===== src/rtl/sbox_cfg.svh =====
`ifndef SBOX_CFG_SVH
`define SBOX_CFG_SVH

// Edges from input sample to visible result
`define SBOX_LATENCY 6

// Register stages inside the masked GF(2^4) inverter
`define SBOX_INV_STAGES 2

`define SBOX_AFFINE_C 8'h63

// Scaling constant of the GF(2^8)/GF(2^4) tower polynomial y^2 + y + lambda
`define SBOX_TOWER_LAMBDA 4'h8

`endif


===== src/rtl/gfTypesPkg.sv =====
`include "sbox_cfg.svh"

package gfTypesPkg;

    // Share 0 sits in the low bits
    typedef struct packed {
        logic [7:0] s1;
        logic [7:0] s0;
    } sharedByteT;

    typedef struct packed {
        logic [3:0] s1;
        logic [3:0] s0;
    } sharedNibT;

    typedef struct packed {
        logic [1:0] s1;
        logic [1:0] s0;
    } sharedCrumbT;

    // GF(2^2) with w^2 = w + 1, bit 1 is the w coefficient
    function automatic logic [1:0] gf2Mul(logic [1:0] a, logic [1:0] b);
        logic hh;
        hh = a[1] & b[1];
        return {hh ^ (a[1] & b[0]) ^ (a[0] & b[1]), hh ^ (a[0] & b[0])};
    endfunction

    // N * x^2 with N = w, reduces to a bit swap
    function automatic logic [1:0] gf2SqSc(logic [1:0] x);
        return {x[0], x[1]};
    endfunction

    // GF(2^4) over GF(2^2) with z^2 = z + N, high crumb is the z coefficient
    function automatic logic [3:0] gf4Mul(logic [3:0] a, logic [3:0] b);
        logic [1:0] hh;
        logic [1:0] hi;
        logic [1:0] lo;
        hh = gf2Mul(a[3:2], b[3:2]);
        hi = hh ^ gf2Mul(a[3:2], b[1:0]) ^ gf2Mul(a[1:0], b[3:2]);
        lo = gf2Mul(2'b10, hh) ^ gf2Mul(a[1:0], b[1:0]);
        return {hi, lo};
    endfunction

    // lambda * x^2
    function automatic logic [3:0] gf4SqSc(logic [3:0] x);
        return gf4Mul(`SBOX_TOWER_LAMBDA, gf4Mul(x, x));
    endfunction

endpackage


===== src/rtl/maskRndPkg.sv =====
package maskRndPkg;

    // Fresh randomness, one full set per clock
    typedef struct packed {
        logic [7:0] zSqscMul; // Square-scale multiplier
        logic [3:0] zInv1;    // Inverter norm
        logic [3:0] zInv2;    // Inverter high output
        logic [3:0] zInv3;    // Inverter low output
        logic [7:0] zMulHi;   // Final multiply, high nibble
        logic [7:0] zMulLo;   // Final multiply, low nibble
    } sboxRndT;

endpackage


===== src/rtl/linearMap.sv =====
`timescale 1ns/1ps
`include "sbox_cfg.svh"

module linearMap #(
    parameter int matrixSel = 1 // 1: AES to tower, 0: tower to AES incl. affine matrix
) (
    input  logic [7:0] a,
    output logic [7:0] b
);

    // Tower product in the normal basis {y, y^16}
    function automatic logic [7:0] towerMul(logic [7:0] p, logic [7:0] q);
        logic [3:0] hh;
        logic [3:0] ll;
        logic [3:0] t;
        hh = gfTypesPkg::gf4Mul(p[7:4], q[7:4]);
        ll = gfTypesPkg::gf4Mul(p[3:0], q[3:0]);
        t  = gfTypesPkg::gf4Mul(`SBOX_TOWER_LAMBDA,
                                gfTypesPkg::gf4Mul(p[7:4] ^ p[3:0], q[7:4] ^ q[3:0]));
        return {hh ^ t, ll ^ t};
    endfunction

    function automatic logic [7:0] applyCols(logic [7:0][7:0] cols, logic [7:0] v);
        logic [7:0] r;
        r = '0;
        for (int i = 0; i < 8; i++) begin
            if (v[i]) r ^= cols[i];
        end
        return r;
    endfunction

    // Linear part of the AES affine transform
    function automatic logic [7:0] affineLin(logic [7:0] v);
        return v ^ {v[6:0], v[7]} ^ {v[5:0], v[7:6]} ^ {v[4:0], v[7:5]} ^ {v[3:0], v[7:4]};
    endfunction

    function automatic logic [7:0][7:0] buildMatrix(int sel);
        logic [7:0][7:0] fwd;
        logic [7:0][7:0] res;
        logic [7:0] beta;
        logic [7:0] c2;
        logic [7:0] c4;
        logic [7:0] img;
        beta = '0;
        // Root of x^8 + x^4 + x^3 + x + 1 in the tower field, one is 8'h11
        for (int c = 255; c >= 2; c--) begin
            c2 = towerMul(c[7:0], c[7:0]);
            c4 = towerMul(c2, c2);
            if ((towerMul(c4, c4) ^ c4 ^ towerMul(c2, c[7:0]) ^ c[7:0] ^ 8'h11) == 8'h00) begin
                beta = c[7:0];
            end
        end
        fwd[0] = 8'h11;
        for (int i = 1; i < 8; i++) begin
            fwd[i] = towerMul(fwd[i-1], beta);
        end
        res = fwd;
        if (sel == 0) begin
            // Invert by search and fold in the affine matrix
            for (int v = 0; v < 256; v++) begin
                img = applyCols(fwd, v[7:0]);
                for (int j = 0; j < 8; j++) begin
                    if (img == (8'h01 << j)) res[j] = affineLin(v[7:0]);
                end
            end
        end
        return res;
    endfunction

    localparam logic [7:0][7:0] Cols = buildMatrix(matrixSel);

    assign b = applyCols(Cols, a);

endmodule


===== src/rtl/domMulGf4.sv =====
`timescale 1ns/1ps

module domMulGf4 #(
    parameter bit sqsc = 1'b0 // Add lambda*(x+y)^2 per domain
) (
    input  logic                  ClkxCI,
    input  logic                  RstxBI,
    input  gfTypesPkg::sharedNibT x,
    input  gfTypesPkg::sharedNibT y,
    input  logic [7:0]            z,
    output gfTypesPkg::sharedNibT q
);

    gfTypesPkg::sharedNibT innerD;
    gfTypesPkg::sharedNibT innerQ;
    gfTypesPkg::sharedNibT crossD;
    gfTypesPkg::sharedNibT crossQ;
    logic [3:0] sq0;
    logic [3:0] sq1;

    // Linear term stays inside its own domain
    assign sq0 = sqsc ? gfTypesPkg::gf4SqSc(x.s0 ^ y.s0) : 4'h0;
    assign sq1 = sqsc ? gfTypesPkg::gf4SqSc(x.s1 ^ y.s1) : 4'h0;

    // z[7:4] refreshes both domains and cancels in the sum
    assign innerD.s0 = gfTypesPkg::gf4Mul(x.s0, y.s0) ^ sq0 ^ z[7:4];
    assign innerD.s1 = gfTypesPkg::gf4Mul(x.s1, y.s1) ^ sq1 ^ z[7:4];

    // Cross-domain products, remasked before the register
    assign crossD.s0 = gfTypesPkg::gf4Mul(x.s0, y.s1) ^ z[3:0];
    assign crossD.s1 = gfTypesPkg::gf4Mul(x.s1, y.s0) ^ z[3:0];

    always_ff @(posedge ClkxCI or negedge RstxBI) begin
        if (!RstxBI) begin
            innerQ <= '0;
            crossQ <= '0;
        end else begin
            innerQ <= innerD;
            crossQ <= crossD;
        end
    end

    // Compression after the register
    assign q.s0 = innerQ.s0 ^ crossQ.s0;
    assign q.s1 = innerQ.s1 ^ crossQ.s1;

endmodule


===== src/rtl/domInverterGf4.sv =====
`timescale 1ns/1ps
`include "sbox_cfg.svh"

module domInverterGf4 (
    input  logic                  ClkxCI,
    input  logic                  RstxBI,
    input  gfTypesPkg::sharedNibT x,
    input  logic [3:0]            z1,
    input  logic [3:0]            z2,
    input  logic [3:0]            z3,
    output gfTypesPkg::sharedNibT q
);

    localparam int DlyLast = `SBOX_INV_STAGES - 2;

    gfTypesPkg::sharedCrumbT nInnerD, nInnerQ, nCrossD, nCrossQ;
    gfTypesPkg::sharedCrumbT dInv;
    gfTypesPkg::sharedCrumbT hInnerD, hInnerQ, hCrossD, hCrossQ;
    gfTypesPkg::sharedCrumbT lInnerD, lInnerQ, lCrossD, lCrossQ;
    gfTypesPkg::sharedNibT   xDly [`SBOX_INV_STAGES-1];
    logic [1:0] ah0, ah1, al0, al1;
    logic [1:0] rh0, rh1, rs0, rs1;

    assign ah0 = x.s0[3:2];
    assign al0 = x.s0[1:0];
    assign ah1 = x.s1[3:2];
    assign al1 = x.s1[1:0];

    // Norm N*ah^2 + ah*al + al^2, squares stay in their domain
    assign nInnerD.s0 = gfTypesPkg::gf2Mul(ah0, al0) ^ gfTypesPkg::gf2SqSc(ah0)
                      ^ gfTypesPkg::gf2Mul(al0, al0) ^ z1[3:2];
    assign nInnerD.s1 = gfTypesPkg::gf2Mul(ah1, al1) ^ gfTypesPkg::gf2SqSc(ah1)
                      ^ gfTypesPkg::gf2Mul(al1, al1) ^ z1[3:2];
    assign nCrossD.s0 = gfTypesPkg::gf2Mul(ah0, al1) ^ z1[1:0];
    assign nCrossD.s1 = gfTypesPkg::gf2Mul(ah1, al0) ^ z1[1:0];

    always_ff @(posedge ClkxCI or negedge RstxBI) begin
        if (!RstxBI) begin
            nInnerQ <= '0;
            nCrossQ <= '0;
            for (int i = 0; i <= DlyLast; i++) xDly[i] <= '0;
        end else begin
            nInnerQ <= nInnerD;
            nCrossQ <= nCrossD;
            xDly[0] <= x;
            for (int i = 1; i <= DlyLast; i++) xDly[i] <= xDly[i-1];
        end
    end

    // Inverse in GF(2^2) is the square, linear per share
    assign dInv.s0 = gfTypesPkg::gf2Mul(nInnerQ.s0 ^ nCrossQ.s0, nInnerQ.s0 ^ nCrossQ.s0);
    assign dInv.s1 = gfTypesPkg::gf2Mul(nInnerQ.s1 ^ nCrossQ.s1, nInnerQ.s1 ^ nCrossQ.s1);

    assign rh0 = xDly[DlyLast].s0[3:2];
    assign rh1 = xDly[DlyLast].s1[3:2];
    assign rs0 = rh0 ^ xDly[DlyLast].s0[1:0]; // ah + al, conjugate low part
    assign rs1 = rh1 ^ xDly[DlyLast].s1[1:0];

    assign hInnerD.s0 = gfTypesPkg::gf2Mul(rh0, dInv.s0) ^ z2[3:2];
    assign hInnerD.s1 = gfTypesPkg::gf2Mul(rh1, dInv.s1) ^ z2[3:2];
    assign hCrossD.s0 = gfTypesPkg::gf2Mul(rh0, dInv.s1) ^ z2[1:0];
    assign hCrossD.s1 = gfTypesPkg::gf2Mul(rh1, dInv.s0) ^ z2[1:0];

    assign lInnerD.s0 = gfTypesPkg::gf2Mul(rs0, dInv.s0) ^ z3[3:2];
    assign lInnerD.s1 = gfTypesPkg::gf2Mul(rs1, dInv.s1) ^ z3[3:2];
    assign lCrossD.s0 = gfTypesPkg::gf2Mul(rs0, dInv.s1) ^ z3[1:0];
    assign lCrossD.s1 = gfTypesPkg::gf2Mul(rs1, dInv.s0) ^ z3[1:0];

    always_ff @(posedge ClkxCI or negedge RstxBI) begin
        if (!RstxBI) begin
            hInnerQ <= '0;
            hCrossQ <= '0;
            lInnerQ <= '0;
            lCrossQ <= '0;
        end else begin
            hInnerQ <= hInnerD;
            hCrossQ <= hCrossD;
            lInnerQ <= lInnerD;
            lCrossQ <= lCrossD;
        end
    end

    assign q.s0 = {hInnerQ.s0 ^ hCrossQ.s0, lInnerQ.s0 ^ lCrossQ.s0};
    assign q.s1 = {hInnerQ.s1 ^ hCrossQ.s1, lInnerQ.s1 ^ lCrossQ.s1};

endmodule


===== src/rtl/sboxInput.sv =====
`timescale 1ns/1ps

module sboxInput (
    input  logic                   ClkxCI,
    input  logic                   RstxBI,
    input  gfTypesPkg::sharedByteT xShares,
    output gfTypesPkg::sharedByteT mapped
);

    logic [7:0] map0;
    logic [7:0] map1;

    // Basis change is linear, so each share maps on its own
    linearMap #(.matrixSel(1)) i_map0 (.a(xShares.s0), .b(map0));
    linearMap #(.matrixSel(1)) i_map1 (.a(xShares.s1), .b(map1));

    always_ff @(posedge ClkxCI or negedge RstxBI) begin
        if (!RstxBI) begin
            mapped <= '0;
        end else begin
            mapped.s0 <= map0;
            mapped.s1 <= map1;
        end
    end

endmodule


===== src/rtl/gf256InvPipe.sv =====
`timescale 1ns/1ps
`include "sbox_cfg.svh"

module gf256InvPipe (
    input  logic                   ClkxCI,
    input  logic                   RstxBI,
    input  gfTypesPkg::sharedByteT mapped,
    input  maskRndPkg::sboxRndT    rnd,
    output gfTypesPkg::sharedByteT inv
);

    localparam int DlyLen = `SBOX_INV_STAGES + 1;

    gfTypesPkg::sharedNibT hiIn;
    gfTypesPkg::sharedNibT loIn;
    gfTypesPkg::sharedNibT delta;
    gfTypesPkg::sharedNibT deltaInv;
    gfTypesPkg::sharedNibT invHi;
    gfTypesPkg::sharedNibT invLo;
    gfTypesPkg::sharedNibT hiDly [DlyLen];
    gfTypesPkg::sharedNibT loDly [DlyLen];

    assign hiIn.s0 = mapped.s0[7:4];
    assign hiIn.s1 = mapped.s1[7:4];
    assign loIn.s0 = mapped.s0[3:0];
    assign loIn.s1 = mapped.s1[3:0];

    // Norm lambda*(ah+al)^2 + ah*al
    domMulGf4 #(.sqsc(1'b1)) i_sqscMul (
        .ClkxCI(ClkxCI), .RstxBI(RstxBI),
        .x(hiIn), .y(loIn), .z(rnd.zSqscMul), .q(delta)
    );

    domInverterGf4 i_inv (
        .ClkxCI(ClkxCI), .RstxBI(RstxBI),
        .x(delta), .z1(rnd.zInv1), .z2(rnd.zInv2), .z3(rnd.zInv3), .q(deltaInv)
    );

    // Keep the nibbles in step with the norm and its inverse
    always_ff @(posedge ClkxCI or negedge RstxBI) begin
        if (!RstxBI) begin
            for (int i = 0; i < DlyLen; i++) begin
                hiDly[i] <= '0;
                loDly[i] <= '0;
            end
        end else begin
            hiDly[0] <= hiIn;
            loDly[0] <= loIn;
            for (int i = 1; i < DlyLen; i++) begin
                hiDly[i] <= hiDly[i-1];
                loDly[i] <= loDly[i-1];
            end
        end
    end

    // Conjugate times inverse norm, halves swap places
    domMulGf4 #(.sqsc(1'b0)) i_mulHi (
        .ClkxCI(ClkxCI), .RstxBI(RstxBI),
        .x(deltaInv), .y(loDly[DlyLen-1]), .z(rnd.zMulHi), .q(invHi)
    );

    domMulGf4 #(.sqsc(1'b0)) i_mulLo (
        .ClkxCI(ClkxCI), .RstxBI(RstxBI),
        .x(deltaInv), .y(hiDly[DlyLen-1]), .z(rnd.zMulLo), .q(invLo)
    );

    assign inv.s0 = {invHi.s0, invLo.s0};
    assign inv.s1 = {invHi.s1, invLo.s1};

endmodule


===== src/rtl/sboxOutput.sv =====
`timescale 1ns/1ps
`include "sbox_cfg.svh"

module sboxOutput (
    input  logic                   ClkxCI,
    input  logic                   RstxBI,
    input  gfTypesPkg::sharedByteT inv,
    output gfTypesPkg::sharedByteT qShares
);

    logic [7:0] aes0;
    logic [7:0] aes1;
    logic [`SBOX_LATENCY-2:0] fillSr; // Ones shift in after reset release

    // Back to AES basis with the affine matrix folded in
    linearMap #(.matrixSel(0)) i_map0 (.a(inv.s0), .b(aes0));
    linearMap #(.matrixSel(0)) i_map1 (.a(inv.s1), .b(aes1));

    always_ff @(posedge ClkxCI or negedge RstxBI) begin
        if (!RstxBI) begin
            fillSr  <= '0;
            qShares <= '0;
        end else begin
            fillSr <= {fillSr[`SBOX_LATENCY-3:0], 1'b1};
            if (fillSr[`SBOX_LATENCY-2]) begin
                qShares.s0 <= aes0 ^ `SBOX_AFFINE_C; // Constant on one share only
                qShares.s1 <= aes1;
            end else begin
                qShares <= '0; // Earlier stages still carry reset values
            end
        end
    end

endmodule


===== src/rtl/maskedSbox.sv =====
`timescale 1ns/1ps

module maskedSbox (
    input  logic                   ClkxCI,
    input  logic                   RstxBI,
    input  gfTypesPkg::sharedByteT xShares,
    input  maskRndPkg::sboxRndT    rnd,
    output gfTypesPkg::sharedByteT qShares
);

    gfTypesPkg::sharedByteT mappedShares;
    gfTypesPkg::sharedByteT invShares;

    sboxInput i_input (
        .ClkxCI(ClkxCI), .RstxBI(RstxBI),
        .xShares(xShares), .mapped(mappedShares)
    );

    gf256InvPipe i_invPipe (
        .ClkxCI(ClkxCI), .RstxBI(RstxBI),
        .mapped(mappedShares), .rnd(rnd), .inv(invShares)
    );

    sboxOutput i_output (
        .ClkxCI(ClkxCI), .RstxBI(RstxBI),
        .inv(invShares), .qShares(qShares)
    );

endmodule


===== config.mk =====
export PLATFORM = sky130hd
export DESIGN_NAME = maskedSbox
export DESIGN_NICKNAME = d
export VERILOG_FILES = /design/src/rtl/gfTypesPkg.sv /design/src/rtl/maskRndPkg.sv /design/src/rtl/linearMap.sv /design/src/rtl/domMulGf4.sv /design/src/rtl/domInverterGf4.sv /design/src/rtl/sboxInput.sv /design/src/rtl/gf256InvPipe.sv /design/src/rtl/sboxOutput.sv /design/src/rtl/maskedSbox.sv
export VERILOG_INCLUDE_DIRS = /design/src /design/src/rtl
export SDC_FILE = /design/constraint.sdc
export NUM_CORES = 1
export LEC_CHECK = 0
export BUFFER_PORTS_ARGS = -buffer_cell sky130_fd_sc_hd__buf_2
export CORE_MARGIN = 10
export CORE_UTILIZATION = 40
export DETAILED_ROUTE_END_ITERATION = 8
export PLACE_DENSITY = 0.61
export SLEW_MARGIN = 15
export SYNTH_ARGS = -nofsm -noshare
export SYNTH_HDL_FRONTEND = slang
export SYNTH_SLANG_ARGS = --single-unit

===== constraint.sdc =====
create_clock -name ClkxCI -period 4.2 [get_ports ClkxCI]
set_input_delay 0.84 -clock ClkxCI [delete_from_list [all_inputs] [get_ports ClkxCI]]
set_output_delay 0.84 -clock ClkxCI [all_outputs]
set_load 0.005 [all_outputs]

# After elaboration in Yosys (flattened, before gate mapping)
# Index checks and enable logic that the tools add are counted.
[totals]
ff_bits = 165
output_inout_bits = 16
wordCells = 685
[classes]
muxes = 33
n_bitwise = 609
[ops]
columns = ["op", "count"]
rows = [
  ["$and 1x1->1", 256],
  ["$xor 1x1->1", 234],
  ["$xor 2x2->2", 68],
  ["$mux 7", 14],
  ["$xor 4x4->4", 22],
  ["$mux 8", 6],
  ["$not 4->4", 9],
  ["$not 5->5", 6],
  ["$mux 6", 4],
  ["$mux 16", 1],
  ["$mux 4", 4],
  ["$not 2->2", 8],
  ["$not 3->3", 4],
  ["$mux 5", 2],
  ["$not 3->4", 2],
  ["$mux 3", 2],
]

# Longest topological paths before layout
# Gate-level depths: netlist of the first run.
[logic_depth]
depth_word = 18
depth_mapped = 7
depth_no_buf = 6

# Cells and area by module
# From an unflattened synthesis of the first run, not the netlist that was laid out.
[unflattened]
hier_cells = 934
area_unflattened_um2 = 10497.6
[by_module_without_submodules]
columns = ["module", "instances", "cells_per_inst", "area_each_um2"]
rows = [
  ["domMulGf4 at i_invPipe.i_mulHi ...", 2, 205, 1940.6],
  ["domMulGf4 at i_invPipe.i_sqscMul", 1, 200, 1938.1],
  ["domInverterGf4", 1, 169, 1805.5],
  ["gf256InvPipe", 1, 48, 1201.2],
  ["sboxOutput", 1, 39, 640.6],
  ["sboxInput", 1, 16, 400.4],
  ["linearMap at i_output.i_map0 ...", 2, 14, 163.9],
  ["linearMap at i_input.i_map0 ...", 2, 12, 151.4],
]

# Worst setup path after synthesis of the first run
# No wires, ideal clock.
[synth_timing]
kind = "register to register"
startpoint = "register i_input.mapped[10] (netlist name)"
endpoint = "register i_invPipe.i_sqscMul.innerQ[5] (netlist bit)"
setup_ns = 0.079
arrival_ns = 1.605
slack_ns = 2.516
stages_incl_launch_ff = 7
path_buffers = 0
synth_period_minus_slack_ns = 1.684
cell_sequence = "dfrtp_1 ha_1 xnor2_1 xnor2_1 xnor2_1 xnor2_1 xor2_1"
[synth_lines]
columns = ["item", "line_no", "rtl"]
rows = [
  ["end signal, assigned", "domMulGf4.sv:38", "innerQ <= innerD;"],
  ["end, declared", "domMulGf4.sv:15", "gfTypesPkg::sharedNibT innerQ;"],
]

==> results.md, run 1 <==
- Max-Cap Viols: 0
- Worst-path clk slew: 70 ps
- DRT iter0 DRCs: ~430
- Global-route wire length before repair: ~36000 um
- R2R Path End: i_invPipe.i_mulLo.crossQ[3]
- Post-CTS Repair Setup Buffers: 0
- Critical path type: reg2reg
- GRT Util Overall: 14.7%
- Worst R2R Setup Slack: 1860 ps
- Top cells by area, synth: dfrtp_1, xnor2_1, xor2_1, nand2_1, mux2i_1
- CTS tree: done
- Largest net degree at the start of global routing: 105
- Total of cells resized after clock tree synthesis: 0
- Htree depth: 4
- Adder-Cell Fraction of Synth Area: 1.02%
- Setup crit end kind: flop
- FF-to-FF Start: i_invPipe.i_inv.lCrossQ[1]
- HPWL after detailed placement: 16000 um
- Vias per inst: 4.95
- Core ar.: 24200 um2
- Fin area: about 11000 um2
- Worst slew margin: between 20% and 30%
- FF-to-FF path depth: 5
- Cell taking the most area after synthesis: dfrtp_1
- Register area share after synthesis: 42.0%
- Die outline height: 177 um
- CP Max Fanout: 13
- Placed cells: 1300
- Setup crit start kind: flop
- Syn-to-layout area delta: 12.0%
- Fill count: 2295
- Gpl congestion: 0.854
- Mapped Avg Cell Area: 10.3 um2
- Port bufs: a little under 70
- Full die area: 31300 um2
- Hold Path Stages: 0
- Number of CTS-inserted buffers: 17
- Clk sinks: 165
- Minimum clock period: around 2300 ps
- Root Driver: clkbuf_16
- RSZ-0062 raised after global routing: false
- Fmax: ~0.43 GHz
- Wirelength per Cell: roughly 16 um
- Boundary pin count: 70
- # rows: 57
- Synth Register Bits: 165
- Yosys warns: 0
- Nets: between 1000 and 1500
- Hold_buf cts: 0
- Die width: 177 um
- Status: finished, final reports clean
- Ys flop type: dfrtp_1
- Post-route ant nets: 0
- Commonest non-fill, non-tap cell in the layout: xnor2_1
- Area share of and/or/nand/nor cells after synthesis: 10.8%
- Skew final: 14.8 ps
- WL final: 22000 um
- Vias in the first global route: 6759
- Final setup violation count: 0
- Post-Synth XOR/XNOR Area: 29.6%
- Post-Layout Cell Count: approximately 1300
- GR Overflow Total: 0
- Setup_tns: 0 ps
- Slew @ Worst Pin: 1050 ps
- Antenna violations before repair: 0
- Worst Hold Class: reg2reg
- DRT Pass-1 Iters: 6
- Distinct cell type count after synthesis: 46
- DR vias: 6595
- Commonest cells after routing, fill and taps aside: xnor2_1, dfrtp_1, nand2_1
- Syn Inst Count: 958
- Hold_ws: 348 ps
- Final period util: 55.7%
- Hold Violations, Final: 0
- Largest family of logic cells by synthesized area: XOR/XNOR gates
- FFs w/ async S/R, synth: 100%
- Synthesized cell area: 9840 um2
- Mux contribution to synthesized area: about 3.4%
- Fin. max-slew vios: 0
- Worst Hold End: i_invPipe.loDly[13]
- N_diodes: 0
- Share of cells above drive strength 1: 15.5%
- Yosys top cell area share: 42.0%
- EDFF count, synth: 0
- Data arrival, critical path: ~2700 ps
- Clk_lat worst skew: 440 ps
- Required time worst endpoint: 4550 ps
- DRC errors left: 0
- Starting Density: 40.6%
- Syn_nets: 1020
- DP Area: between 10000 and 15000 um2
- Max clock buf depth: 2
- Compound-Gate Fraction of Synth Area: between 10% and 20%
- Beginning of the worst hold path: i_invPipe.loDly[21]
-- worst max-delay path, cell delays in order, from the launching register on --
cell,delay (ps)
dfrtp_1,420
xor2_1,850
nor2_1,200
a221oi_1,410
xor2_1,230
xnor2_1,150
-- cell families (layout without fill, tap and decap cells) --
kind of cell,count (synthesis),count (layout)
adder cells (fa/ha/maj),8,8
flip-flops,165,165
multiplexers,32,32
XOR/XNOR,320,320
buffers and inverters,66,116
other,1,1
AO/OA/AOI/OAI,141,141
AND/OR/NAND/NOR,225,225
-- flip-flops by register name (all words and copies together), names as in the netlist --
name,count
i_invPipe.i_inv.rh1,2
i_invPipe.i_sqscMul.crossQ,8
i_input.mapped,16
i_invPipe.i_mulLo.crossQ,8
i_invPipe.hiDly,24
i_invPipe.i_mulHi.innerQ,8
i_invPipe.i_sqscMul.innerQ,8
i_output.qShares,16
i_invPipe.i_inv.nInnerQ,4
i_invPipe.i_inv.lCrossQ,4
i_invPipe.i_mulHi.crossQ,8
i_invPipe.i_inv.hCrossQ,4
i_invPipe.i_inv.rh0,2
i_invPipe.i_mulLo.innerQ,8
i_output.fillSr,5
i_invPipe.i_inv.hInnerQ,4
i_invPipe.i_inv.xDly,4
i_invPipe.i_inv.nCrossQ,4
i_invPipe.loDly,24
i_invPipe.i_inv.lInnerQ,4
-- routing by layer --
metal	track usage, %	part of all wire (%)	wire length (um)
met1	17.4	42	9160
met4	5.22	1.9	426
met5	0	0	0
met2	25.6	52	11300
met3	3.18	4.8	1050
-- how the worst max path moves through the flow --
stage                          startpoint                       endpoint  cells past startpoint
3_3_place_gp   i_invPipe.i_inv.lCrossQ[1]    i_invPipe.i_mulLo.innerQ[3]                      5
5_1_grt        i_invPipe.i_inv.lCrossQ[1]    i_invPipe.i_mulLo.innerQ[3]                      5
3_5_place_dp   i_invPipe.i_inv.lCrossQ[1]    i_invPipe.i_mulLo.crossQ[3]                      5
4_1_cts        i_invPipe.i_inv.lCrossQ[1]    i_invPipe.i_mulLo.crossQ[3]                      5
2_1_floorplan          i_input.mapped[10]  i_invPipe.i_sqscMul.innerQ[5]                      6
6_report       i_invPipe.i_inv.lCrossQ[1]    i_invPipe.i_mulLo.crossQ[3]                      5
-- layout make-up --
cell class,count,area (um2),area share [%]
clock inverters,15,200,1.82
multi-input cells,727,5420,49.2
well taps,324,405,3.68
clock buffers,17,425,3.86
repair buffers,75,409,3.71
flip-flops and latches,165,4130,37.5
inverters,9,33.8,0.307
-- synthesized netlist by cell type (6+ instances only) --
| cell | instances |
|---|---|
| xnor2_1 | 239 |
| dfrtp_1 | 165 |
| nand2_1 | 103 |
| xor2_1 | 66 |
| o21ai_0 | 42 |
| clkbuf_1 | 36 |
| nor2_1 | 36 |
| a21oi_1 | 31 |
| nor3_1 | 22 |
| mux2i_1 | 21 |
| a22oi_1 | 18 |
| nand2b_1 | 17 |
| buf_2 | 15 |
| a221oi_2 | 13 |
| and2_1 | 13 |
| mux2_2 | 11 |
| xnor2_2 | 11 |
| a211oi_1 | 10 |
| inv_1 | 9 |
| ha_1 | 8 |
| a32oi_1 | 6 |
| nor4b_1 | 6 |
-- stage by stage --
stage          util, %  setup slack (ps)
2_1_floorplan        -              2520
3_3_place_gp      42.9              1960
3_5_place_dp      42.9              1890
4_1_cts           45.4              1870
5_1_grt           45.4              1680
6_report          45.4              1860
Power of run 1 is left out: the tool's default activity adds up to more than one toggle a clock period on the data nets, which glitch-free logic cannot reach.
==> run 2: changes to the inputs <==
clock period = 2.2 ns   (was 4.2 ns; I/O delays follow)
==> results.md, run 2 (same netlist as run 1, synthesis figures left out) <==
- Status: finished, final reports clean (unchanged)
- Boundary pin count: 70 (unchanged)
- DRT Pass-1 Iters: 5 (was 6)
- FF-to-FF path depth: 5 (unchanged)
- Final period util: 82.4% (was 55.7%)
- FF-to-FF Start: i_invPipe.i_inv.lCrossQ[2] (was i_invPipe.i_inv.lCrossQ[1])
- Skew final: 11.6 ps (was 14.8 ps)
- Core ar.: 24200 um2 (unchanged)
- Largest net degree at the start of global routing: 44 (was 105)
- Critical Path Slowest Stage Cell: xnor2_2 (was xor2_1)
- Post-route ant nets: 0 (unchanged)
- DRT iter0 DRCs: 457 (was 433)
- Clk_lat worst skew: 430 ps (was 440 ps)
- Final setup violation count: 0 (unchanged)
- Crit path largest cell delay: 460 ps (was 850 ps)
- DR vias: 6771 (was 6595)
- CP Max Fanout: 10 (was 13)
- # rows: 57 (unchanged)
- Setup crit end kind: flop (unchanged)
- Largest regs: i_invPipe.hiDly (24), i_invPipe.loDly (24) (unchanged)
- CTS tree: done (unchanged)
- HPWL after detailed placement: 16700 um (was 16000 um)
- Critical path launch point: i_invPipe.i_inv.lCrossQ[2] (was i_invPipe.i_inv.lCrossQ[1])
- Gpl congestion: 0.885 (was 0.854)
- Hold Violations, Final: 0 (unchanged)
- Root Driver: clkbuf_16 (unchanged)
- Nets: 1092 (was 1057)
- CP cell instances: xnor2_2 > nor2_2 > a221oi_2 > xor2_1 > xnor2_1 (was xor2_1 > nor2_1 > a221oi_1 > xor2_1 > xnor2_1)
- Place WS: 404 ps (was 1890 ps)
- DRC errors left: 0 (unchanged)
- Vias per inst: 4.95 (about the same)
- Die width: 177 um (unchanged)
- Setup crit end: i_invPipe.i_mulHi.innerQ[7] (was i_invPipe.i_mulLo.crossQ[3])
- Wirelength per Cell: 16.2 um (was 16.5 um)
- Number of CTS-inserted buffers: 17 (unchanged)
- Worst Hold Class: in2reg (was reg2reg)
- Critical path type: reg2reg (unchanged)
- RSZ-0062 raised after global routing: false (unchanged)
- Worst slew margin: 46.9% (was 29.5%)
- Share of cells above drive strength 1: 18.2% (was 15.5%)
- Clk sinks: 165 (unchanged)
- Syn-to-layout area delta: 15.1% (was 12.0%)
- Global-route wire length before repair: 36900 um (was 36200 um)
- Port bufs: 69 (unchanged)
- WL final: 22100 um (was 22000 um)
- Required time worst endpoint: 2560 ps (was 4550 ps)
- Htree depth: 4 (unchanged)
- Data arrival, critical path: 2170 ps (was 2690 ps)
- Fin. max-slew vios: 0 (unchanged)
- Vias in the first global route: 6921 (was 6759)
- Minimum clock period: 1810 ps (was 2340 ps)
- GRT Util Overall: 14.8% (was 14.7%)
- Max clock buf depth: 2 (unchanged)
- Max-Cap Viols: 0 (unchanged)
- Fmax: 0.552 GHz (was 0.428 GHz)
- R2R Path End: i_invPipe.i_mulHi.innerQ[7] (was i_invPipe.i_mulLo.crossQ[3])
- Setup_tns: 0 ps (unchanged)
- Final WS setup: 388 ps (was 1860 ps)
- N_diodes: 0 (unchanged)
- Starting Density: 40.6% (unchanged)
- Slew @ Worst Pin: 797 ps (was 1050 ps)
- Commonest non-fill, non-tap cell in the layout: xnor2_1 (unchanged)
- Commonest cells after routing, fill and taps aside: xnor2_1, dfrtp_1, nand2_1 (unchanged)
- Die outline height: 177 um (unchanged)
- Full die area: 31300 um2 (unchanged)
- GR Overflow Total: 0 (unchanged)
- Worst-path clk slew: 70 ps (about the same)
- Worst R2R Setup Slack: 390 ps (was 1860 ps)
- Setup crit start kind: flop (unchanged)
- Hold Path Stages: 1 (was 0)
- Post-CTS Repair Setup Buffers: 0 (unchanged)
- Antenna violations before repair: 0 (unchanged)
## run 2: worst min path at each step
stage / from / endpoint / slack, ps
after CTS: xShares[10] / i_input.mapped[13] / 150
after detailed placement: i_invPipe.hiDly[18] / i_invPipe.hiDly[10] / 330
after global placement: i_invPipe.hiDly[21] / i_invPipe.hiDly[13] / 330
after global routing: xShares[10] / i_input.mapped[13] / 150
after floorplan: RstxBI / i_input.mapped[0] / 140
final: xShares[10] / i_input.mapped[13] / 160
## run 2: worst max-delay path, delay by kind of cell (launching register included)
kind | cells | cell delay [ps]
AOI/OAI and AO/OA | 1 | 320
xor gates and xnor gates | 3 | 810
DFF | 1 | 410
and+or+nand+nor | 1 | 190
## run 2: metal layers
layer / global-route usage [%] / routed length [um] / up-vias
li1: - / - / 3332
met5: 0 / 0 / -
met4: 4.52 / 318 / 0
met2: 26.4 / 11600 / 153
met3: 2.69 / 881 / 14
met1: 17.7 / 9310 / 3272
## run 2: layout make-up
cell class	instances	area [um2]
Fill cell	2274	12900
Multi-Input combinational cell	727	5420
Sequential cell	165	4130
Timing Repair Buffer	110	724
Clock buffer	18	439
Tap cell	324	405
Clock inverter	14	181
Inverter	9	33.8
## run 2: repair_timing
| action | in CTS | in global routing |
|---|---|---|
| gates resized for setup | 0 | 0 |
| hold endpoints to repair | 38 | 0 |
| hold buffers | 1 | 0 |
## run 2: metrics by stage
step	hold WS (ps)	instance area (um2)	instances	util (%)
final	163	11300	1367	46.7
after global routing	147	11300	1367	46.7
after CTS	146	11300	1367	46.7
after detailed placement	335	10700	1334	44.1
after global placement	332	10700	1334	44.1
after floorplan	144	9840	958	-
Power of run 2 is left out for the same reason.
